===== config.mk =====
export PLATFORM = sky130hd
export DESIGN_NAME = tut_pixel_out
export DESIGN_NICKNAME = d
export VERILOG_FILES = /design/src/tut_cfg.svh /design/src/tut_pkg.sv /design/src/tut_pixel_out.sv
export SDC_FILE = /design/constraint.sdc
export NUM_CORES = 1
export LEC_CHECK = 0
export BUFFER_PORTS_ARGS = -buffer_cell sky130_fd_sc_hd__buf_2
export CORE_UTILIZATION = 37
export DETAILED_ROUTE_END_ITERATION = 8
export MAX_ROUTING_LAYER = met4
export PLACE_DENSITY_LB_ADDON = 0.2
export SYNTH_ARGS = -nofsm -noshare
export SYNTH_HDL_FRONTEND = slang
export SYNTH_SLANG_ARGS = --single-unit

===== constraint.sdc =====
create_clock -name clk_49m -period 1.7 [get_ports clk_49m]
set_input_delay 0.085 -clock clk_49m [delete_from_list [all_inputs] [get_ports clk_49m]]
set_output_delay 0.085 -clock clk_49m [all_outputs]
set_load 0.02 [all_outputs]

===== src/tut_cfg.svh =====
`ifndef TUT_CFG_SVH
`define TUT_CFG_SVH

// ============================================================
// Video counter ranges
// ============================================================

// The horizontal count runs 128 to 511 and wraps back to 128
`define TUT_H_FIRST      9'd128
`define TUT_H_LAST       9'd511
// The vertical count runs 0 to 263 and steps on the horizontal wrap
`define TUT_V_LAST       9'd263

// Blanking windows, with the horizontal window inclusive at both ends
`define TUT_HBLK_LO      9'd141
`define TUT_HBLK_HI      9'd268
// Vertical blank covers rows below LO and rows at HI and above
`define TUT_VBLK_LO      9'd16
`define TUT_VBLK_HI      9'd240

// Sync pulses are active low over these inclusive ranges
`define TUT_HS_LO        9'd176
`define TUT_HS_HI        9'd207
`define TUT_VS_LO        9'd244
`define TUT_VS_HI        9'd247

// ============================================================
// Scan-out constants and CPU memory map
// ============================================================

// Pixel X is the low 8 horizontal bits minus this offset
`define TUT_PIX_OFFSET   8'd13
// Only columns below this effective X take the scroll value
`define TUT_SCROLL_COLS  8'd192

`define TUT_PAL_BASE     16'h8000
`define TUT_SCROLL_ADDR  16'h8100
`define TUT_FLIPX_ADDR   16'h8206
`define TUT_FLIPY_ADDR   16'h8207
`define TUT_OPEN_BUS     8'hFF

`endif


===== src/tut_pkg.sv =====
package tut_pkg;

	// Plain vector types for the widths that carry a meaning
	typedef logic [8:0]  h_cnt_t;
	typedef logic [8:0]  v_cnt_t;
	typedef logic [7:0]  pix_t;
	typedef logic [15:0] cpu_addr_t;
	typedef logic [7:0]  byte_t;
	typedef logic [14:0] vram_addr_t;
	typedef logic [3:0]  pal_idx_t;
	typedef logic [4:0]  chan_t;

	// Sixteen palette bytes, entry N sits at bits N*8+7 down to N*8
	typedef byte_t [15:0] pal_file_t;

	// One CPU access as seen on the external bus
	typedef struct packed {
		logic      we;
		logic      re;
		cpu_addr_t addr;
		byte_t     wdata;
	} cpu_bus_t;

	// Screen orientation and scroll as held by the register block
	typedef struct packed {
		logic  flip_x;
		logic  flip_y;
		byte_t scroll;
	} view_t;

	// Raw counter position with its decoded blank and sync levels
	typedef struct packed {
		h_cnt_t h_cnt;
		v_cnt_t v_cnt;
		logic   blank;
		logic   hsync_n;
		logic   vsync_n;
	} beat_t;

	// Video RAM fetch request travelling from stage 1 to stage 2
	typedef struct packed {
		vram_addr_t addr;
		logic       nib_hi;
		logic       blank;
		logic       hsync_n;
		logic       vsync_n;
	} fetch_t;

	// Fetched byte plus the context stage 3 needs to finish the pixel
	typedef struct packed {
		byte_t data;
		logic  nib_hi;
		logic  blank;
		logic  hsync_n;
		logic  vsync_n;
	} pix_ctx_t;

	typedef struct packed {
		chan_t r;
		chan_t g;
		chan_t b;
	} rgb_t;

endpackage


===== src/tut_pixel_out.sv =====
module tut_pixel_out (
	input  logic               clk_49m,
	input  logic               reset,
	input  logic               cen_6m_i,
	input  tut_pkg::pix_ctx_t  ctx_i,
	input  tut_pkg::pal_file_t pal_i,
	output tut_pkg::rgb_t      rgb_o,
	output logic               hsync_n_o,
	output logic               vsync_n_o,
	output logic               blank_o
);
	import tut_pkg::*;

	pal_idx_t pix_idx;
	byte_t    pal_byte;
	rgb_t     rgb_next;

	// Upper nibble for odd pixels, lower nibble for even ones
	assign pix_idx  = ctx_i.nib_hi ? ctx_i.data[7:4] : ctx_i.data[3:0];
	assign pal_byte = pal_i[pix_idx];

	// Palette byte is BBGGGRRR
	// Each channel is widened to 5 bits by repeating its top bits
	assign rgb_next.r = {pal_byte[2:0], pal_byte[2:1]};
	assign rgb_next.g = {pal_byte[5:3], pal_byte[5:4]};
	assign rgb_next.b = {pal_byte[7:6], pal_byte[7:6], pal_byte[7]};

	// Output register, blank forces black so no stray colour leaks
	// into the borders
	always_ff @(posedge clk_49m) begin
		if (!reset) begin
			rgb_o     <= '0;
			hsync_n_o <= 1'b1;
			vsync_n_o <= 1'b1;
			blank_o   <= 1'b1;
		end else if (cen_6m_i) begin
			rgb_o     <= ctx_i.blank ? '0 : rgb_next;
			hsync_n_o <= ctx_i.hsync_n;
			vsync_n_o <= ctx_i.vsync_n;
			blank_o   <= ctx_i.blank;
		end
	end

endmodule


==> impl_metrics.json, run 1 <==
{
  "cts_num_sinks": 11,
  "hold_buffers": 0,
  "powerDensity_nw_per_um2": 464.0,
  "final_max_slew_viol_count": 0,
  "hp-class": "in -> reg",
  "ys_seq_area_share_pct": 13.05,
  "placed_cell_area_um2": 2552,
  "finalCritPeriodShare_pct": 82.74,
  "cts_root_buffer": "clkbuf_8",
  "total_leakage_power_nw": 1.369,
  "endpoint_kind": "register",
  "max-clock-path-buffers": 2,
  "synth_area_um2": 1688,
  "cts_max_level": 1,
  "vdd_drop_max_uv": 229.6,
  "worst-slew-pin-transition_ps": 684.5,
  "mostFrequentLayoutCells": "160 x buf_2, 102 x nand2_1, 30 x nand3_1",
  "rsz0062_at_grt": "false",
  "numCtsBuffers": 3,
  "slew_headroom_pct": 54.27,
  "fin_skew_ps": 0,
  "fmax_mhz": 711.0,
  "critPathKind": "in -> reg",
  "met1_usage_pct": 34.26,
  "setup_tns_ps": 0,
  "overflow": 0,
  "hold_viol": 0,
  "arrival_ps": 1540,
  "setup_viol": 0,
  "critPathRequiredTime_ps": 1830,
  "critPathLaunchType": "primary input",
  "syn_to_final_growth_pct": 53.97,
  "antenna_cells": 0,
  "grt_use_total_pct": 26.24,
  "grt_pass1_wl_mm": 10.09,
  "ys_types": 41,
  "nFillCells": 439,
  "synth_ff_type": "dfxtp_1",
  "postCtsSetupBuffers": 0,
  "ant_nets": 0,
  "synthesis.nets": 403,
  "ys_warn_count": 0,
  "fin_crit_ps": 1407,
  "antenna_found_initial": 0,
  "synth-edff-count": 0,
  "fin_hold_ws_ps": 34.82,
  "drt_drc_violations_left": 0,
  "top_usage_layer": "met2",
  "final_common_cell": "buf_2",
  "num_vias": 2444,
  "core_um2": 4384,
  "dieArea_um2": 4836,
  "fin_area_um2": 2599,
  "place_hpwl_mm": 5.092,
  "gp_congestion": 0.9009,
  "first_iter_violations": 150,
  "num_rows": 24,
  "power_w": 0.001206,
  "dieWidth_um": 69.54,
  "synth-async-reset-ratio_pct": 0,
  "synthCells": 260,
  "io_pins": 161,
  "die_h_um": 69.54,
  "io_buffers": 160,
  "drive_gt1_share_pct": 47.12,
  "dr.pass1.iters": 4,
  "wl_mm": 6.307,
  "grt_pass1_vias": 2235,
  "drv_cap": 0,
  "grt_start_max_net_pins": 24,
  "synth_seq_cells": 11,
  "path_max_fanout": 13,
  "status": "finished, final reports clean",
  "use_met2_pct": 42.83,
  "use_met3_pct": 2.180,
  "vias_per_cell": 5.222,
  "cts.repair.resized": 0,
  "nets": 560,
  "start_util_pct": 38.50,
  "syn_area_per_cell_um2": 6.492,
  "worstSkewPairLatency_ps": 250,
  "wire_per_inst_um": 13.48,
  "cts_tree": "built",
  "clkSlewWorstSetupHoldPaths_ps": 60
}
-- critical path, cell delays in order --
cell and delay (ps):
buf_2 140, buf_4 160, nor2_1 100, a32o_1 510, buf_4 230, nand3_1 70
a21oi_1 160, o31ai_1 80
-- kinds of logic (layout without fill, tap and decap cells) --
kind of cell,after synthesis,in the layout,share of synthesized area [%]
simple gates,156,156,40.85
mux,25,25,18.38
flops,11,11,13.05
compound gates,40,40,17.05
buf+inv,28,184,10.67
-- sequential cells by signal, summed over array words and instances (netlist names) --
| name | cells |
|---|---|
| blank_o | 1 |
| hsync_n_o | 1 |
| rgb_o | 8 |
| vsync_n_o | 1 |
-- metal layers --
metal	wire length (um)	part of all wire [%]	vias up
li1	-	-	1236
met1	2738	43	1089
met2	3076	49	108
met3	391	6.2	11
met4	100	1.6	0
met5	0	0	-
-- cell type report --
class                           count  area [um^2]  share of cell area [%]
Multi-Input combinational cell    221         1299                   49.98
Timing Repair Buffer              178        960.9                   36.98
Sequential cell                    11        220.2                   8.474
Tap cell                           52        65.06                   2.504
Clock buffer                        3        41.29                   1.589
Inverter                            2        7.507                  0.2889
Clock inverter                      1        5.005                  0.1926
-- stage by stage --
stage | std cells | util [%] | worst slack, ps
floorplan | 260 | - | 110.5
global placement | 464 | 58.22 | 43.98
detailed placement | 464 | 58.22 | 28.29
CTS | 468 | 59.28 | 295.2
global route | 468 | 59.28 | 180.7
finish | 468 | 59.28 | 293.5
-- power by group --
part	internal [W]	switching [W]	leakage (nW)	total, W
Sequential	0.000275	0.0000106	0.0903	0.000286
Clock	0.000162	0.000119	0.0255	0.000282
Combinational	0.000312	0.000326	1.25	0.000638
-- Yosys cell counts (2+ instances only) --
cell,instances,area (um^2)
nand3_1,30,150.1
buf_6,2,22.52
nor2b_1,2,12.51
o21ai_1,2,10.01
o21ai_0,2,10.01
mux4_2,3,67.56
inv_1,2,7.510
nor2_1,2,7.510
and3b_1,2,17.52
a41oi_1,6,52.55
o22ai_1,3,18.77
buf_4,10,75.07
clkbuf_1,7,26.28
dfxtp_1,11,220.2
buf_2,5,25.02
mux2i_1,16,160.2
o32ai_1,2,17.52
mux2_2,4,45.04
o31ai_1,5,37.54
a32oi_1,2,17.52
a21oi_1,10,50.05
nand2_1,102,382.9
nand4_1,12,75.07
-- path summary, 6_finish.rpt --
path	startpoint	end	slack, ps	cells past startpoint
hold / removal	reset	hsync_n_o	30	2
hold reg to reg	rgb_o[7]	rgb_o[7]	460	2
setup reg to reg	vsync_n_o	vsync_n_o	1100	2
setup / recovery	ctx_i[3]	rgb_o[8]	290	8
(Power assumes the default switching activity.)
==> run 2: changes to the inputs <==
--- a/config.mk
+++ b/config.mk
@@ -6,7 +6,7 @@
 export NUM_CORES = 1
 export LEC_CHECK = 0
 export BUFFER_PORTS_ARGS = -buffer_cell sky130_fd_sc_hd__buf_2
-export CORE_UTILIZATION = 37
+export CORE_UTILIZATION = 34
 export DETAILED_ROUTE_END_ITERATION = 8
 export MAX_ROUTING_LAYER = met4
 export PLACE_DENSITY_LB_ADDON = 0.2
==> constraint.sdc (replaced) <==
create_clock -name clk_49m -period 1.2 [get_ports clk_49m]
set_input_delay 0.06 -clock clk_49m [delete_from_list [all_inputs] [get_ports clk_49m]]
set_output_delay 0.06 -clock clk_49m [all_outputs]
set_load 0.02 [all_outputs]
==> run 2 against run 1 <==
Net effect: the flow now finishes with violations (negative setup slack); total power grew 55%; via count grew 4.8%; clock-buffer cell count grew 1; critical endpoint is now rgb_o[13]; wire length grew 16%; sequential power grew 42%; critical path type unchanged; clock power grew 34%; cell area grew 15%; critical path depth shrank 2.
==> impl_metrics.json, run 2 (same netlist as run 1, synthesis figures left out) <==
{
  "status": "finished with violations",
  "violations": "negative setup slack",
  "antenna_cells": 0,
  "final_max_slew_viol_count": 0,
  "setup_tns_ps": -159.5,
  "power_w": 0.001874,
  "fin_skew_ps": 0,
  "worst-slew-pin-transition_ps": 664.5,
  "worstSkewPairLatency_ps": 240,
  "largest_register_ffs": 8,
  "grt_use_total_pct": 26.52,
  "finalCritPeriodShare_pct": 108.8,
  "mostFrequentLayoutCells": "159 x buf_2, 102 x nand2_1, 24 x buf_4",
  "placed_cells": 489,
  "nFillCells": 452,
  "hp-class": "in -> reg",
  "fmax_mhz": 765.7,
  "io_pins": 161,
  "p_sw_share_pct": 37.32,
  "cp_top_family": "multiplexers",
  "wl_mm": 7.312,
  "endpoint_kind": "register",
  "regArea_um2": 220.2,
  "path_max_fanout": 6,
  "antenna_found_initial": 0,
  "ant_nets": 0,
  "die_h_um": 72.46,
  "crit_buf_inv": 1,
  "gp_congestion": 0.8501,
  "drive_gt1_share_pct": 54.02,
  "crit_path_top_delay_cell": "a2111o_1",
  "grt_pass1_wl_mm": 10.54,
  "core_um2": 4755,
  "arrival_ps": 1480,
  "fin_crit_ps": 1306,
  "cts_root_buffer": "clkbuf_8",
  "place_hpwl_mm": 5.434,
  "vias_per_cell": 5.104,
  "power_frac_comb_pct": 58.2,
  "p_clk_share_pct": 20.1,
  "path_cells": "buf_12, mux2_4, mux2i_1, mux2_2, a2111o_1, o21ai_2",
  "dieWidth_um": 72.46,
  "hold_path_startpoint": "reset",
  "vdd_drop_max_uv": 270.2,
  "setup_viol": 4,
  "slew_headroom_pct": 55.61,
  "numCtsBuffers": 3,
  "grt_pass1_vias": 2333,
  "seq_power_share_pct": 21.7,
  "syn_to_final_growth_pct": 77.32,
  "wire_per_inst_um": 14.57,
  "p_int_w": 0.001174,
  "setup_ws_ps": -106.1,
  "overflow": 0,
  "critPathKind": "in -> reg",
  "cts_max_level": 1,
  "total_leakage_power_nw": 1.514,
  "powerDensity_nw_per_um2": 626.0,
  "cts_tree": "built",
  "nets": 579,
  "start_util_pct": 35.50,
  "grt_start_max_net_pins": 27,
  "p_sw_w": 0.0006993,
  "startpoint": "ctx_i[3]",
  "final_common_cell": "buf_2",
  "critical_path.max_stage_delay_ps": 400,
  "regMostFlops": "rgb_o",
  "final_cell_count_no_fill": 502,
  "dieArea_um2": 5250,
  "cts_num_sinks": 11,
  "critPathLaunchType": "primary input",
  "drt_drc_violations_left": 0,
  "num_rows": 25,
  "clkSlewWorstSetupHoldPaths_ps": 50,
  "hold_buffers": 0,
  "critPathRequiredTime_ps": 1370,
  "multi_input_area_um2": 1464,
  "r2r_start": "rgb_o[3]",
  "num_vias": 2562,
  "io_buffers": 160,
  "hold_viol": 0,
  "drv_cap": 0,
  "rsz0062_at_grt": "true",
  "max-clock-path-buffers": 2,
  "dr.pass1.iters": 4,
  "first_iter_violations": 120
}
==> run 2: cell count changes in the layout (fill, tap and decap cells not counted), moves of 2 or more <==
cell,delta
o22ai_2,+2
a21oi_1,-3
a41oi_1,-5
buf_4,+8
o22ai_1,-2
o31ai_1,-2
buf_12,+3
nand3_1,-7
mux2_4,+2
a41oi_2,+5
a21oi_4,+2
o31ai_2,+2
buf_6,+5
nand3_2,+7
==> run 2: metal layers <==
layer | global-route usage, % | wire length [um] | vias up
met5 | - | 0 | -
met2 | 43.09 | 3553 | 121
met3 | 3.472 | 564 | 6
met1 | 34.37 | 3132 | 1154
met4 | 7.625 | 61 | 0
li1 | - | - | 1281
==> run 2: cell type report <==
type                            instances  share of cell area (%)
Clock buffer                            4                   1.505
Inverter                                2                  0.2508
Timing Repair Buffer                  195                   39.17
Tap cell                               67                   2.801
Multi-Input combinational cell        223                   48.91
Sequential cell                        11                   7.358
==> run 2: metrics by stage <==
step | util (%) | hold slack [ps] | cell area, um^2 | setup slack (ps)
after floorplan | - | 121.9 | 1718 | -319.3
after global placement | 56.13 | 264.7 | 2669 | -372.9
after detailed placement | 56.13 | 267.5 | 2669 | -427.9
after CTS | 59.18 | 22.85 | 2814 | -27.57
after global routing | 62.95 | 31.13 | 2993 | -134.0
final | 62.95 | 23.28 | 2993 | -106.1
==> run 2: worst paths after layout <==
path | endpoint | slack (ps) | cells past startpoint
max | rgb_o[13] | -110 | 6
min reg2reg | rgb_o[12] | 450 | 2
min | vsync_n_o | 20 | 2
max reg2reg | rgb_o[3] | 590 | 2
==> run 2: what timing repair did <==
action | 4_1_cts | 5_1_grt
pin swaps | 6 | 11
endpoints found under the hold margin | 0 | 0
endpoints found under the setup margin | 8 | 8
gates resized for setup | 14 | 20
buffers inserted | 3 | 3
cloned | 1 | 2
==> run 2: power groups by stage <==
| stage | clock network, W | logic (W) | registers [W] |
|---|---|---|---|
| floorplan | 0 | 0.000499 | 0.000441 |
| global placement | 0 | 0.000939 | 0.000414 |
| detailed placement | 0 | 0.000942 | 0.000415 |
| CTS | 0.000385 | 0.000994 | 0.000407 |
| global route | 0.000410 | 0.00118 | 0.000409 |
| finish | 0.000377 | 0.00109 | 0.000407 |
==> run 3: changes to the inputs <==
--- a/config.mk
+++ b/config.mk
@@ -6,7 +6,7 @@
 export NUM_CORES = 1
 export LEC_CHECK = 0
 export BUFFER_PORTS_ARGS = -buffer_cell sky130_fd_sc_hd__buf_2
-export CORE_UTILIZATION = 34
+export CORE_UTILIZATION = 40
 export DETAILED_ROUTE_END_ITERATION = 8
 export MAX_ROUTING_LAYER = met4
 export PLACE_DENSITY_LB_ADDON = 0.2
==> constraint.sdc (replaced) <==
create_clock -name clk_49m -period 1.6 [get_ports clk_49m]
set_input_delay 0.08 -clock clk_49m [delete_from_list [all_inputs] [get_ports clk_49m]]
set_output_delay 0.08 -clock clk_49m [all_outputs]
set_load 0.02 [all_outputs]
==> run 3 against run 2 <==
Net effect: the run now ends clean; cell area is 12% lower; via count fell by 2.9%; first-iteration DRC count increased by 5.0%; clock skew is the same; global-route usage rose by 2.5 points; clock-buffer cell count did not move; sequential cell count is the same; critical endpoint unchanged; largest cell class unchanged.
==> impl_metrics.json, run 3 (same netlist as run 1, synthesis figures left out) <==
{
  "io_buffers": 160,
  "critPathKind": "in -> reg",
  "drv_cap": 0,
  "max-clock-path-buffers": 2,
  "cts_max_level": 1,
  "finalCritPeriodShare_pct": 83.78,
  "placed_cells": 463,
  "critPathLaunchType": "primary input",
  "hold_viol": 0,
  "dieWidth_um": 66.96,
  "core_um2": 4029,
  "num_vias": 2487,
  "hp-class": "in -> reg",
  "final_common_cell": "buf_2",
  "slew_headroom_pct": 52.73,
  "fmax_mhz": 746.0,
  "critPathRequiredTime_ps": 1780,
  "powerDensity_nw_per_um2": 492.1,
  "cts_tree": "built",
  "cts_num_sinks": 11,
  "first_iter_violations": 126,
  "grt_use_total_pct": 29.05,
  "rsz0062_at_grt": "false",
  "nets": 561,
  "worstSkewPairLatency_ps": 240,
  "fin_crit_ps": 1340,
  "grt_start_max_net_pins": 25,
  "syn_to_final_growth_pct": 56.41,
  "overflow": 0,
  "fin_hold_ws_ps": 47.26,
  "wire_per_inst_um": 13.49,
  "power_w": 0.001299,
  "num_rows": 23,
  "place_hpwl_mm": 5.153,
  "clkSlewWorstSetupHoldPaths_ps": 60,
  "fin_skew_ps": 0,
  "cts.repair.resized": 0,
  "cts_root_buffer": "clkbuf_8",
  "antenna_cells": 0,
  "drt_drc_violations_left": 0,
  "grt_pass1_wl_mm": 9.604,
  "postCtsSetupBuffers": 0,
  "regMostFlops": "rgb_o",
  "ant_nets": 0,
  "vias_per_cell": 5.325,
  "io_pins": 161,
  "hold_buffers": 0,
  "dieArea_um2": 4484,
  "arrival_ps": 1520,
  "endpoint_kind": "register",
  "numCtsBuffers": 3,
  "final_util_pct": 65.53,
  "start_util_pct": 41.89,
  "setup_tns_ps": 0,
  "final_max_slew_viol_count": 0,
  "largest_register_ffs": 8,
  "total_leakage_power_nw": 1.385,
  "vdd_drop_max_uv": 274.0,
  "final_cell_count_no_fill": 467,
  "mostFrequentLayoutCells": "160 x buf_2, 102 x nand2_1, 30 x nand3_1",
  "antenna_found_initial": 0,
  "gp_congestion": 0.8421,
  "path_max_fanout": 8,
  "status": "finished, final reports clean",
  "worst-slew-pin-transition_ps": 707.6,
  "setup_viol": 0,
  "grt_pass1_vias": 2186,
  "dr.pass1.iters": 4,
  "wl_mm": 6.302,
  "die_h_um": 66.96,
  "drive_gt1_share_pct": 47.00
}
==> run 3: changes by cell type in the layout (fill, tap and decap cells not counted), moves of 3 or more <==
cell,before,now
a21oi_1,7,10
nand3_2,7,0
a41oi_2,5,0
buf_6,5,0
nand3_1,23,30
buf_4,24,14
a41oi_1,1,6
==> run 3: critical path, stage by stage <==
cell and delay, ps:
buf_2 140, mux2_4 370, mux2i_1 130, mux2_2 270, a2111o_1 420, o21ai_2 100
==> run 3: area by class of cell <==
type,instances,area (um^2)
flip-flops and latches,11,220.2
multi-input cells,221,1299
fillers,378,1389
well taps,50,62.56
clock buffers,4,45.04
inverters,2,7.507
repair buffers,179,1006
==> run 3: path summary, 6_finish.rpt <==
kind	startpoint	endpoint	slack, ps	cells after the start
setup / recovery	ctx_i[3]	rgb_o[13]	260	6
hold / removal	reset	hsync_n_o	50	2
setup reg to reg	rgb_o[3]	rgb_o[3]	980	2
hold reg to reg	rgb_o[7]	rgb_o[7]	460	2
==> run 3: power breakdown <==
group | switching [W] | internal, W | leakage [nW]
Clock | 0.000124 | 0.000176 | 0.0228
Combinational | 0.000348 | 0.000347 | 1.27
Sequential | 0.0000119 | 0.000292 | 0.0903
Total | 0.000484 | 0.000815 | 1.38
==> run 3: layer usage <==
metal / vias to the layer above / track usage (%) / part of all wire (%)
met5: - / - / 0
met4: 0 / 9.840 / 1.7
met3: 11 / 3.253 / 8.3
met2: 127 / 48.23 / 49
met1: 1112 / 36.29 / 41
li1: 1237 / - / -
==> run 3: through the flow <==
stage / worst slack, ps / cell area [um^2]
after global placement: 31.08 / 2595
after CTS: 268.1 / 2640
after global routing: 132.5 / 2640
final: 259.6 / 2640
after floorplan: 15.46 / 1688
after detailed placement: 7.264 / 2595
